$ cat config.mk
export PLATFORM = sky130hd
export DESIGN_NAME = rs485_uart_top
export DESIGN_NICKNAME = d
export VERILOG_FILES = /design/src/logic/rs485_pkg.sv /design/src/logic/rs485_ctrl.sv /design/src/logic/rs485_uart_top.sv /design/src/logic/uart_rx_stage.sv /design/src/logic/uart_tx_stage.sv
export VERILOG_INCLUDE_DIRS = /design/src /design/src/logic
export SDC_FILE = /design/constraint.sdc
export NUM_CORES = 1
export LEC_CHECK = 0
export BUFFER_PORTS_ARGS = -buffer_cell sky130_fd_sc_hd__buf_2
export CELL_PAD_IN_SITES_DETAIL_PLACEMENT = 2
export CELL_PAD_IN_SITES_GLOBAL_PLACEMENT = 2
export CORE_MARGIN = 4
export CORE_UTILIZATION = 35
export CTS_CLUSTER_SIZE = 8
export DETAILED_ROUTE_END_ITERATION = 12
export PLACE_DENSITY = 0.82
export SLEW_MARGIN = 20
export SYNTH_ARGS = -nofsm -noshare
export SYNTH_HDL_FRONTEND = slang
export SYNTH_HIERARCHICAL = 1
export SYNTH_SLANG_ARGS = --single-unit
$ cat constraint.sdc
create_clock -name clk_i -period 2.34 [get_ports clk_i]
set_input_delay 0.468 -clock clk_i [delete_from_list [all_inputs] [get_ports clk_i]]
set_output_delay 0.468 -clock clk_i [all_outputs]
set_load 0.005 [all_outputs]
$ cat src/logic/rs485_consts.svh
/*
 * RS-485 serial port timing constants
 * bit period and transceiver turnaround timing, all in clock cycles
 */
`ifndef RS485_CONSTS_SVH
`define RS485_CONSTS_SVH

// clock cycles per serial bit, the one fixed bit rate of the port
`define RS485_CLKS_PER_BIT 16

// time the driver and receiver need to switch direction
// must be 2 or more since it also sets the depth of the transmit delay line
`define RS485_SWITCH_CYCLES 4

// idle level is driven this long after the last stop bit before the driver turns off
`define RS485_END_CYCLES 4

`endif

$ cat src/logic/rs485_pkg.sv
/*
 * RS-485 serial port types
 * payload structs passed between the UART stages and the host ports
 */
package rs485_pkg;

  // one byte handed over by the host for transmission
  typedef struct packed {
    logic [7:0] data;
  } tx_byte_t;

  // one received byte with its status flags
  typedef struct packed {
    // payload in the order it came off the line, bit 0 first
    logic [7:0] data;
    // stop bit was sampled low
    logic       frame_err;
    // at least one frame was lost because the host had not taken the word yet
    logic       overrun;
  } rx_word_t;

endpackage

$ cat src/logic/rs485_ctrl.sv
/*
 * RS-485 transceiver control
 * switches driver and receiver enables around each transmission, delays the
 * transmit data behind the driver enable and blanks the receive line meanwhile
 */
`timescale 1ns/1ps
`include "rs485_consts.svh"

module rs485_ctrl #(
  parameter int unsigned TransceiverSwitchCycles = `RS485_SWITCH_CYCLES,
  parameter int unsigned TransmitEndCycles       = `RS485_END_CYCLES
) (
  input  logic clk_i,
  input  logic rst_ni,
  input  logic tx_i,
  output logic rx_o,
  input  logic rx_enable_i,
  input  logic tx_enable_i,
  output logic di_o,
  output logic ren_o,
  output logic de_o,
  input  logic ro_i
);
  // the data reaches the pin TransceiverSwitchCycles late, so the driver has to stay on
  // for that long on top of the idle drive time
  localparam int unsigned CooldownCycles = TransceiverSwitchCycles + TransmitEndCycles;
  localparam int unsigned CntW           = $clog2(CooldownCycles + 1);

  typedef enum logic [1:0] {
    rx_idle,
    tx_active,
    tx_cooldown,
    rx_start_wait
  } ctrl_state_e;

  ctrl_state_e                        state_q, state_d;
  logic [CntW-1:0]                    cnt_q, cnt_d;
  logic [TransceiverSwitchCycles-1:0] delay_q;
  logic                               de_q, de_d;
  logic                               ren_q, ren_d;
  logic                               rx_q;
  logic                               gate;

  always_comb begin
    state_d = state_q;
    cnt_d   = cnt_q;
    de_d    = de_q;
    ren_d   = ren_q;
    gate    = 1'b0;

    case (state_q)
      rx_idle: begin
        // listening, receiver follows the host's enable
        de_d  = 1'b0;
        ren_d = ~rx_enable_i;
      end
      tx_active: begin
        de_d  = 1'b1;
        ren_d = 1'b1;
        gate  = 1'b1;
        if (!tx_enable_i) begin
          cnt_d   = CntW'(CooldownCycles);
          state_d = tx_cooldown;
        end
      end
      tx_cooldown: begin
        // delayed frame tail and idle level still leaving through the driver
        gate = 1'b1;
        if (cnt_q != '0) begin
          de_d  = 1'b1;
          ren_d = 1'b1;
          cnt_d = cnt_q - 1'b1;
        end else begin
          de_d    = 1'b0;
          ren_d   = ~rx_enable_i;
          cnt_d   = CntW'(TransceiverSwitchCycles);
          state_d = rx_start_wait;
        end
      end
      rx_start_wait: begin
        // receiver is waking up, keep its output hidden until it settles
        de_d  = 1'b0;
        ren_d = ~rx_enable_i;
        if (cnt_q != '0) begin
          gate  = 1'b1;
          cnt_d = cnt_q - 1'b1;
        end else begin
          state_d = rx_idle;
        end
      end
      default: state_d = rx_idle;
    endcase

    // a new frame wins from any other state, so back-to-back frames keep the driver on
    if ((state_q != tx_active) && tx_enable_i) begin
      de_d    = 1'b1;
      ren_d   = 1'b1;
      gate    = 1'b1;
      state_d = tx_active;
    end
  end

  always_ff @(posedge clk_i or negedge rst_ni) begin
    if (!rst_ni) begin
      state_q <= rx_idle;
      cnt_q   <= '0;
      de_q    <= 1'b0;
      ren_q   <= 1'b1;
      rx_q    <= 1'b1;
      delay_q <= '1;
    end else begin
      state_q <= state_d;
      cnt_q   <= cnt_d;
      de_q    <= de_d;
      ren_q   <= ren_d;
      // registered so that enable switching cannot glitch the receive stage
      rx_q    <= gate ? 1'b1 : ro_i;
      // transmit line delayed so the start bit trails the driver enable
      delay_q <= {delay_q[TransceiverSwitchCycles-2:0], tx_i};
    end
  end

  assign di_o  = delay_q[TransceiverSwitchCycles-1];
  assign de_o  = de_q;
  assign ren_o = ren_q;
  assign rx_o  = rx_q;
endmodule

$ cat src/logic/rs485_uart_top.sv
/*
 * RS-485 UART subsystem
 * host byte ports on one side, transceiver pins on the other
 */
`timescale 1ns/1ps

module rs485_uart_top (
  input  logic                clk_i,
  input  logic                rst_ni,
  input  logic                tx_req_i,
  input  rs485_pkg::tx_byte_t tx_data_i,
  output logic                tx_ack_o,
  output logic                rx_req_o,
  output rs485_pkg::rx_word_t rx_word_o,
  input  logic                rx_ack_i,
  input  logic                rx_enable_i,
  output logic                di_o,
  output logic                de_o,
  output logic                ren_o,
  input  logic                ro_i
);
  logic tx_line;
  logic tx_busy;
  logic rx_line;

  // serializer, its busy flag tells the transceiver control when to drive
  uart_tx_stage u_tx (
    .clk_i  (clk_i),
    .rst_ni (rst_ni),
    .req_i  (tx_req_i),
    .data_i (tx_data_i),
    .ack_o  (tx_ack_o),
    .line_o (tx_line),
    .busy_o (tx_busy)
  );

  rs485_ctrl u_ctrl (
    .clk_i       (clk_i),
    .rst_ni      (rst_ni),
    .tx_i        (tx_line),
    .rx_o        (rx_line),
    .rx_enable_i (rx_enable_i),
    .tx_enable_i (tx_busy),
    .di_o        (di_o),
    .ren_o       (ren_o),
    .de_o        (de_o),
    .ro_i        (ro_i)
  );

  // sees only the gated line, never the port's own frames
  uart_rx_stage u_rx (
    .clk_i  (clk_i),
    .rst_ni (rst_ni),
    .line_i (rx_line),
    .req_o  (rx_req_o),
    .word_o (rx_word_o),
    .ack_i  (rx_ack_i)
  );
endmodule

$ cat src/logic/uart_rx_stage.sv
/*
 * UART receive stage
 * recovers 8N1 frames from the gated line and offers each word to the host
 * by four-phase handshake, with framing and overrun flags
 */
`timescale 1ns/1ps
`include "rs485_consts.svh"

module uart_rx_stage (
  input  logic                clk_i,
  input  logic                rst_ni,
  input  logic                line_i,
  output logic                req_o,
  output rs485_pkg::rx_word_t word_o,
  input  logic                ack_i
);
  import rs485_pkg::*;

  localparam int unsigned ClksPerBit = `RS485_CLKS_PER_BIT;
  localparam int unsigned HalfBit    = ClksPerBit / 2;
  localparam int unsigned CycW       = $clog2(ClksPerBit);

  typedef enum logic [1:0] {
    rx_idle,
    rx_start,
    rx_bits,
    rx_tail
  } rx_state_e;

  rx_state_e       state_q;
  logic [CycW-1:0] cyc_q;
  logic [3:0]      bit_q;
  logic            line_q;
  logic            req_q;
  logic            lost_q;
  logic [8:0]      shift_q;
  rx_word_t        word_q;
  logic            fall;
  logic            start_mid;
  logic            bit_mid;
  logic            frame_done;
  logic            deliver;
  logic            drop;

  assign fall      = line_q && !line_i;
  assign start_mid = (state_q == rx_start) && (cyc_q == CycW'(HalfBit - 1));
  assign bit_mid   = (state_q == rx_bits) && (cyc_q == CycW'(ClksPerBit - 1));
  // ends one cycle before the stop bit does, so a back-to-back start edge is still caught
  assign frame_done = (state_q == rx_tail) && (cyc_q == CycW'(HalfBit - 2));
  // the output is free only once the previous handshake has fully completed
  assign deliver    = frame_done && !req_q && !ack_i;
  assign drop       = frame_done && !deliver;

  always_ff @(posedge clk_i or negedge rst_ni) begin
    if (!rst_ni) begin
      state_q <= rx_idle;
      cyc_q   <= '0;
      bit_q   <= '0;
      line_q  <= 1'b1;
      req_q   <= 1'b0;
      lost_q  <= 1'b0;
    end else begin
      line_q <= line_i;
      case (state_q)
        rx_idle: begin
          if (fall) begin
            cyc_q   <= '0;
            state_q <= rx_start;
          end
        end
        rx_start: begin
          // a line back high at mid start bit was only a glitch
          if (start_mid) begin
            cyc_q   <= '0;
            bit_q   <= '0;
            state_q <= line_i ? rx_idle : rx_bits;
          end else begin
            cyc_q <= cyc_q + 1'b1;
          end
        end
        rx_bits: begin
          // eight data bits then the stop bit, each sampled at mid-bit
          if (bit_mid) begin
            cyc_q <= '0;
            bit_q <= bit_q + 4'd1;
            if (bit_q == 4'd8) begin
              state_q <= rx_tail;
            end
          end else begin
            cyc_q <= cyc_q + 1'b1;
          end
        end
        rx_tail: begin
          if (frame_done) begin
            state_q <= rx_idle;
          end else begin
            cyc_q <= cyc_q + 1'b1;
          end
        end
        default: state_q <= rx_idle;
      endcase

      if (deliver) begin
        req_q <= 1'b1;
      end else if (req_q && ack_i) begin
        req_q <= 1'b0;
      end

      // a loss after req has fallen but before ack has fallen is reported on the next word
      if (deliver) begin
        lost_q <= 1'b0;
      end else if (drop && !req_q) begin
        lost_q <= 1'b1;
      end
    end
  end

  always_ff @(posedge clk_i) begin
    if (bit_mid) begin
      shift_q <= {line_i, shift_q[8:1]};
    end
    if (deliver) begin
      word_q.data      <= shift_q[7:0];
      word_q.frame_err <= ~shift_q[8];
      word_q.overrun   <= lost_q;
    end else if (drop && req_q) begin
      // the waiting word is kept and only flags that a later frame was lost
      word_q.overrun <= 1'b1;
    end
  end

  assign req_o  = req_q;
  assign word_o = word_q;
endmodule

$ cat src/logic/uart_tx_stage.sv
/*
 * UART transmit stage
 * takes one byte per four-phase handshake and sends it as an 8N1 frame
 */
`timescale 1ns/1ps
`include "rs485_consts.svh"

module uart_tx_stage (
  input  logic                clk_i,
  input  logic                rst_ni,
  input  logic                req_i,
  input  rs485_pkg::tx_byte_t data_i,
  output logic                ack_o,
  output logic                line_o,
  output logic                busy_o
);
  import rs485_pkg::*;

  localparam int unsigned ClksPerBit = `RS485_CLKS_PER_BIT;
  localparam int unsigned CycW       = (ClksPerBit > 1) ? $clog2(ClksPerBit) : 1;

  typedef enum logic [1:0] {
    tx_idle,
    tx_frame,
    tx_done
  } tx_state_e;

  tx_state_e       state_q;
  logic [3:0]      bit_q;
  logic [CycW-1:0] cyc_q;
  logic            line_q;
  logic            busy_q;
  logic            ack_q;
  tx_byte_t        byte_q;
  logic            start;
  logic            bit_end;

  // a request seen in idle starts a frame on the next cycle
  assign start   = (state_q == tx_idle) && req_i;
  // last cycle of the bit currently on the line
  assign bit_end = (state_q == tx_frame) && (cyc_q == CycW'(ClksPerBit - 1));

  // bit_q counts the bit on the line, 0 is the start bit, 1 to 8 data, 9 the stop bit
  always_ff @(posedge clk_i or negedge rst_ni) begin
    if (!rst_ni) begin
      state_q <= tx_idle;
      bit_q   <= '0;
      cyc_q   <= '0;
      line_q  <= 1'b1;
      busy_q  <= 1'b0;
      ack_q   <= 1'b0;
    end else begin
      case (state_q)
        tx_idle: begin
          if (req_i) begin
            // start bit goes out right away
            state_q <= tx_frame;
            bit_q   <= '0;
            cyc_q   <= '0;
            line_q  <= 1'b0;
            busy_q  <= 1'b1;
          end
        end
        tx_frame: begin
          if (bit_end) begin
            cyc_q <= '0;
            bit_q <= bit_q + 4'd1;
            if (bit_q < 4'd8) begin
              line_q <= byte_q.data[0];
            end else if (bit_q == 4'd8) begin
              line_q <= 1'b1;
            end else begin
              // stop bit is over, line is left at idle
              state_q <= tx_done;
              busy_q  <= 1'b0;
              ack_q   <= 1'b1;
            end
          end else begin
            cyc_q <= cyc_q + 1'b1;
          end
        end
        tx_done: begin
          // hold ack until the host drops its request
          if (!req_i) begin
            ack_q   <= 1'b0;
            state_q <= tx_idle;
          end
        end
        default: state_q <= tx_idle;
      endcase
    end
  end

  // byte register doubles as the shifter, LSB is always the next data bit to send
  always_ff @(posedge clk_i) begin
    if (start) begin
      byte_q <= data_i;
    end else if (bit_end && (bit_q < 4'd8)) begin
      byte_q.data <= {1'b0, byte_q.data[7:1]};
    end
  end

  assign ack_o  = ack_q;
  assign line_o = line_q;
  assign busy_o = busy_q;
endmodule

; After elaboration in Yosys (flattened, before gate mapping)
; Cells that the tools add are included.
[totals]
register_bits = 66
inputBits = 14
out_inout_bits = 15
elab_cells = 174
[classes]
n_addsub = 5
order_cmp = 1
n_eq_ne = 32
muxes = 67
bitwise = 2
reduce_logical = 44
[op_table]
columns = cell, n
row1 = $mux 4, 12
row2 = $mux 2, 15
row3 = $mux 1, 24
row4 = $pmux 4 s2, 3
row5 = $reduce_and 5->1, 4
row6 = $add 4x1->4 const B, 4
row7 = $eq 4x4->1 const B, 4
row8 = $mux 8, 2
row9 = $pmux 4 s4, 1
row10 = $logic_and 1x1->1, 14
row11 = $ne 2x1->1 const B, 7
row12 = $ne 2x2->1 const B, 7
row13 = $reduce_bool 2->1, 7
row14 = $pmux 2 s3, 2
row15 = $pmux 4 s3, 1
row16 = $eq 2x2->1 const B, 5
row17 = $ne 3x3->1 const B, 3
row18 = $reduce_and 3->1, 3
row19 = $eq 4x3->1 const B, 2
row20 = $pmux 1 s2, 4
row21 = $pmux 2 s4, 1
row22 = $reduce_and 4->1, 2
row23 = $reduce_bool 4->1, 2
row24 = $eq 2x1->1 const B, 3
row25 = other kinds (10), 19

; Logic depth before layout (Yosys ltp)
[depth]
depth_word = 9
ltp_mapped = 6

; Cells and area by module
; The synthesis kept the hierarchy.
[modules_own_cells]
columns = mod, n_inst, cells_each, area_per_inst_um2, seq_area_each_um2
row1 = uart_rx_stage, 1, 102, 1388.8, 897.1
row2 = uart_tx_stage, 1, 85, 1013.5, 566.8
row3 = rs485_ctrl, 1, 73, 764.5, 332.8

; Worst setup path after synthesis
; No wires, ideal clock.
[synth_path]
path_type = flip-flop to flip-flop
start = register u_tx.cyc_q[0]
end = register u_tx/byte_q[0] in the netlist's numbering, enable pin
setup_time_ns = 0.387
t_arrival_ns = 1.444
slack_ns = 0.509
stages_incl_launch_ff = 4
cell_sequence = dfrtp_1 -> ha_1 -> nand3_2 -> o31ai_1
[synth_via]
elab_chain_cells = 4
[synth_rtl]
columns = element, line_no
row1 = "start, declared", uart_tx_stage.sv:30  ; logic [CycW-1:0] cyc_q;
row2 = "start signal, assigned", uart_tx_stage.sv:79  ; cyc_q <= cyc_q + 1'b1;
row3 = $eq 4x4->1, uart_tx_stage.sv:41  ; assign bit_end = (state_q == tx_frame) && (cyc_q == CycW'(ClksPerBit - 1));
row4 = $logic_and 1x1->1, uart_tx_stage.sv:41
row5 = $logic_and 1x1->1, uart_tx_stage.sv:98  ; end else if (bit_end && (bit_q < 4'd8)) begin
row6 = $reduce_bool 2->1 (no line), n/a
row7 = "end signal, assigned", uart_tx_stage.sv:97  ; byte_q <= data_i;
row8 = "end, declared", uart_tx_stage.sv:34  ; tx_byte_t byte_q;
; Every way passes these cells.
; A chain may end at the register's enable or synchronous reset.

; Worst setup path in the final report
[layout_path]
start = register u_ctrl.state_q[0]
end = register u_ctrl.state_q[1]
[layout_via]
elab_chain_cells = 4
word_cells_on_any_way = 12
[layout_rtl]
columns = element, line_no
row1 = "start, declared", rs485_ctrl.sv:36  ; ctrl_state_e state_q, state_d;
row2 = "start signal, assigned", rs485_ctrl.sv:105  ; state_q <= rx_idle;
row3 = "start signal, assigned", rs485_ctrl.sv:112  ; state_q <= state_d;
row4 = $ne 2x1->1, rs485_ctrl.sv:95  ; if ((state_q != tx_active) && tx_enable_i) begin
row5 = $logic_and 1x1->1, rs485_ctrl.sv:95
row6 = $ne 3x3->1 (no line) (tied with other cells), n/a
row7 = $reduce_and 4->1 (no line), n/a
; Several ways; a longest one is shown, not always the timed one.

==> results.json <==
{
  "status": "finished, final reports clean",
  "worstPathCellList": "inv_1 > ha_1 > or2_2 > a2111oi_4 > a211oi_1",
  "rows": 34,
  "synthesis.nets": 288,
  "clockRootBuffer": "clkbuf_8",
  "dp_hpwl_um": 5650,
  "yosysUniqueCellTypes": 61,
  "synth_seq_area_share_pct": 56.7,
  "critical_path_depth": 5,
  "layout_common_cells": "dfrtp_1 (31), buf_2 (28), edfxtp_1 (27), inv_1 (20), a21oi_1 (17)",
  "clock-skew-final_ns": 0.00696,
  "power.leakage_uw": 0.00150,
  "antenna_found_initial": 0,
  "dp.cells": 394,
  "numCtsBuffers": 9,
  "dieArea_sq_um": 10600,
  "path_clk_slew_ns": 0.08,
  "overflow": 0,
  "viasPerCell": 5.39,
  "synthArstFlopShare_pct": 59.1,
  "ant_nets": 0,
  "hold_viol_final": 0,
  "io_pins": 29,
  "area_growth_pct": 15.3,
  "synth_area_sq_um": 3170,
  "final_common_cell": "dfrtp_1",
  "grtUsageTotal_pct": 16.4,
  "drt-initial-drc-count": 67,
  "grt_pass1_wl_um": 13300,
  "pre_cts_ws_ns": 0.164,
  "cts_resized": 0,
  "crit_family": "flip-flops",
  "avgSynthCellArea_sq_um": 12.2,
  "maxCapViolations": 0,
  "ctsHoldBuffers": 0,
  "final.setup.tns_ns": 0,
  "multi_input_area_sq_um": 1240,
  "start_kind": "flop",
  "rsz0062_at_grt": "false",
  "fillCellCount": 904,
  "initial_core_util_pct": 36.1,
  "crit_path_max_fanout": 8,
  "drv_slew": 0,
  "die_y_um": 103,
  "antenna_cells": 0,
  "max_stage_delay_ns": 0.51,
  "portBuffers": 28,
  "worstSetupPathType": "reg2reg",
  "final_nets": 325,
  "hold_class": "in2async",
  "drive_above_1_share_pct": 27.8,
  "clk_path_buf_depth": 2,
  "core_area_sq_um": 8760,
  "critPathRequiredTime_ns": 2.55,
  "ff_latch_area_sq_um": 1800,
  "fin_cells": 410,
  "vias": 2208,
  "routed_wl_um": 7740,
  "reg2reg_depth": 5,
  "grt_max_degree": 23,
  "setup_viol": 0,
  "post_drt_wl_per_cell_um": 18.9,
  "gp_congestion": 0.808,
  "critPathBufInv": 1,
  "synthesis.instances": 260,
  "clock_latency_ns": 0.34,
  "ys.warnings.count": 6,
  "slew_headroom_pct": 48.0,
  "drc": 0,
  "cts_tree": "done",
  "dr.pass1.iters": 5,
  "h-tree-depth": 3,
  "synth_seq_cells": 66,
  "fin_crit_ns": 2.00,
  "grt_pass1_vias": 2543,
  "cp.arrival_ns": 2.21,
  "synthFlopType": "dfrtp_1",
  "power-per-cell-area_nw_per_um2": 1220,
  "numClockSinks": 66,
  "fp.dieW_um": 103,
  "vdd_ir_drop_max_v": 0.000519,
  "synth_edf_count": 27,
  "max_freq_mhz": 500,
  "crit_slowest_cell": "dfrtp_1",
  "tightest_slew_ns": 0.775,
  "finalCritPeriodShare_pct": 85.4,
  "holdWs_ns": 0.106,
  "postCtsSetupRepairBufs": 0,
  "finalWorstSetupSlack_ns": 0.341,
  "critPathCaptureType": "flop"
}
## flip-flops by register name, indices dropped and copies added (netlist names), 2 cells and up, named ones only
name	cells
u_rx/shift_q	9
u_tx/bit_q	4
u_ctrl/state_q	2
u_ctrl/cnt_q	4
u_rx/bit_q	4
u_tx/state_q	2
u_rx/word_o	10
u_rx/cyc_q	4
u_tx/byte_q	8
u_tx/cyc_q	4
u_ctrl/delay_q	4
## cells by family (layout without fill, tap and decap cells)
| family | count (synthesis) | count (layout) | share of synthesized area [%] |
|---|---|---|---|
| AOI/OAI and AO/OA | 65 | 65 | 15.3 |
| adders and majority gates | 14 | 14 | 5.53 |
| and+or+nand+nor | 70 | 70 | 12.9 |
| DFF | 66 | 66 | 56.7 |
| buffers and inverters | 30 | 72 | 4.27 |
| muxes | 15 | 15 | 5.22 |
## through the flow
step / util [%] / power, uW / cell area [sq um]
after floorplan: - / 3000 / 3170
after detailed placement: 39.3 / 3480 / 3440
final: 41.7 / 4460 / 3650
after global placement: 39.3 / 3340 / 3440
after global routing: 41.7 / 4810 / 3650
after CTS: 41.6 / 4510 / 3650
## power breakdown
part	internal [uW]	total, uW	switching [uW]	leakage (uW)
clock	523	984	461	0.000106
sequential	1560	1830	271	0.000711
combinational	682	1650	963	0.000684
total	2760	4460	1700	0.00150
## worst reg2reg max path, stage by stage (launching register included)
cell       delay (ns)
dfrtp_1          0.51
inv_1            0.20
ha_1             0.34
or2_2            0.39
a2111oi_4        0.35
a211oi_1         0.09
## routing by layer
layer	vias up	track usage, %	routed length [um]
li1	1038	-	-
met1	1128	19.8	3380
met2	29	28.7	4010
met3	13	3.52	201
met4	0	5.98	138
met5	-	0	0
## final timing paths
path                                      to  slack, ns               from
min in group clk_i                u_rx/req_o       0.33           rx_ack_i
min reg2reg                u_ctrl/delay_q[3]       0.36  u_ctrl/delay_q[2]
max reg2reg                u_ctrl/state_q[1]       0.34  u_ctrl/state_q[0]
min                            u_tx/bit_q[2]       0.11             rst_ni
max                        u_ctrl/state_q[1]       0.34  u_ctrl/state_q[0]
max in group asynchronous        u_ctrl/rx_o       1.60             rst_ni
## final cells by class
cell class                      instances  area share (%)
Clock buffer                           10            3.77
Multi-Input combinational cell        164            34.0
Sequential cell                        66            49.2
Timing Repair Buffer                   36            5.48
Tap cell                              108            3.70
Inverter                               20            2.06
Clock inverter                          6            1.82
## cells in the mapped netlist (2+ instances only)
library cell | instances | area [sq um]
and2_1 | 3 | 18.8
o221ai_1 | 3 | 26.3
or3b_1 | 2 | 17.5
a211o_1 | 3 | 26.3
edfxtp_1 | 27 | 811
a211oi_1 | 4 | 30.0
nor3b_1 | 2 | 15.0
inv_1 | 20 | 75.1
ha_1 | 14 | 175
nor3_1 | 4 | 20.0
a31oi_1 | 2 | 12.5
nand2_1 | 13 | 48.8
mux2_2 | 8 | 90.1
and4b_1 | 2 | 20.0
o31ai_1 | 4 | 30.0
nand4b_1 | 2 | 17.5
o211ai_1 | 3 | 22.5
or2_2 | 3 | 18.8
nand3_1 | 10 | 50.1
o21ai_0 | 7 | 35.0
nor2_1 | 11 | 41.3
buf_2 | 3 | 15.0
dfrtp_1 | 31 | 776
o21bai_1 | 3 | 22.5
buf_6 | 2 | 22.5
nor2b_1 | 2 | 12.5
clkbuf_1 | 4 | 15.0
mux2i_1 | 6 | 60.1
a22o_1 | 2 | 17.5
and3_1 | 2 | 12.5
dfstp_2 | 8 | 210
a21oi_1 | 17 | 85.1
nand2b_1 | 5 | 31.3
(Power assumes the default switching activity.)
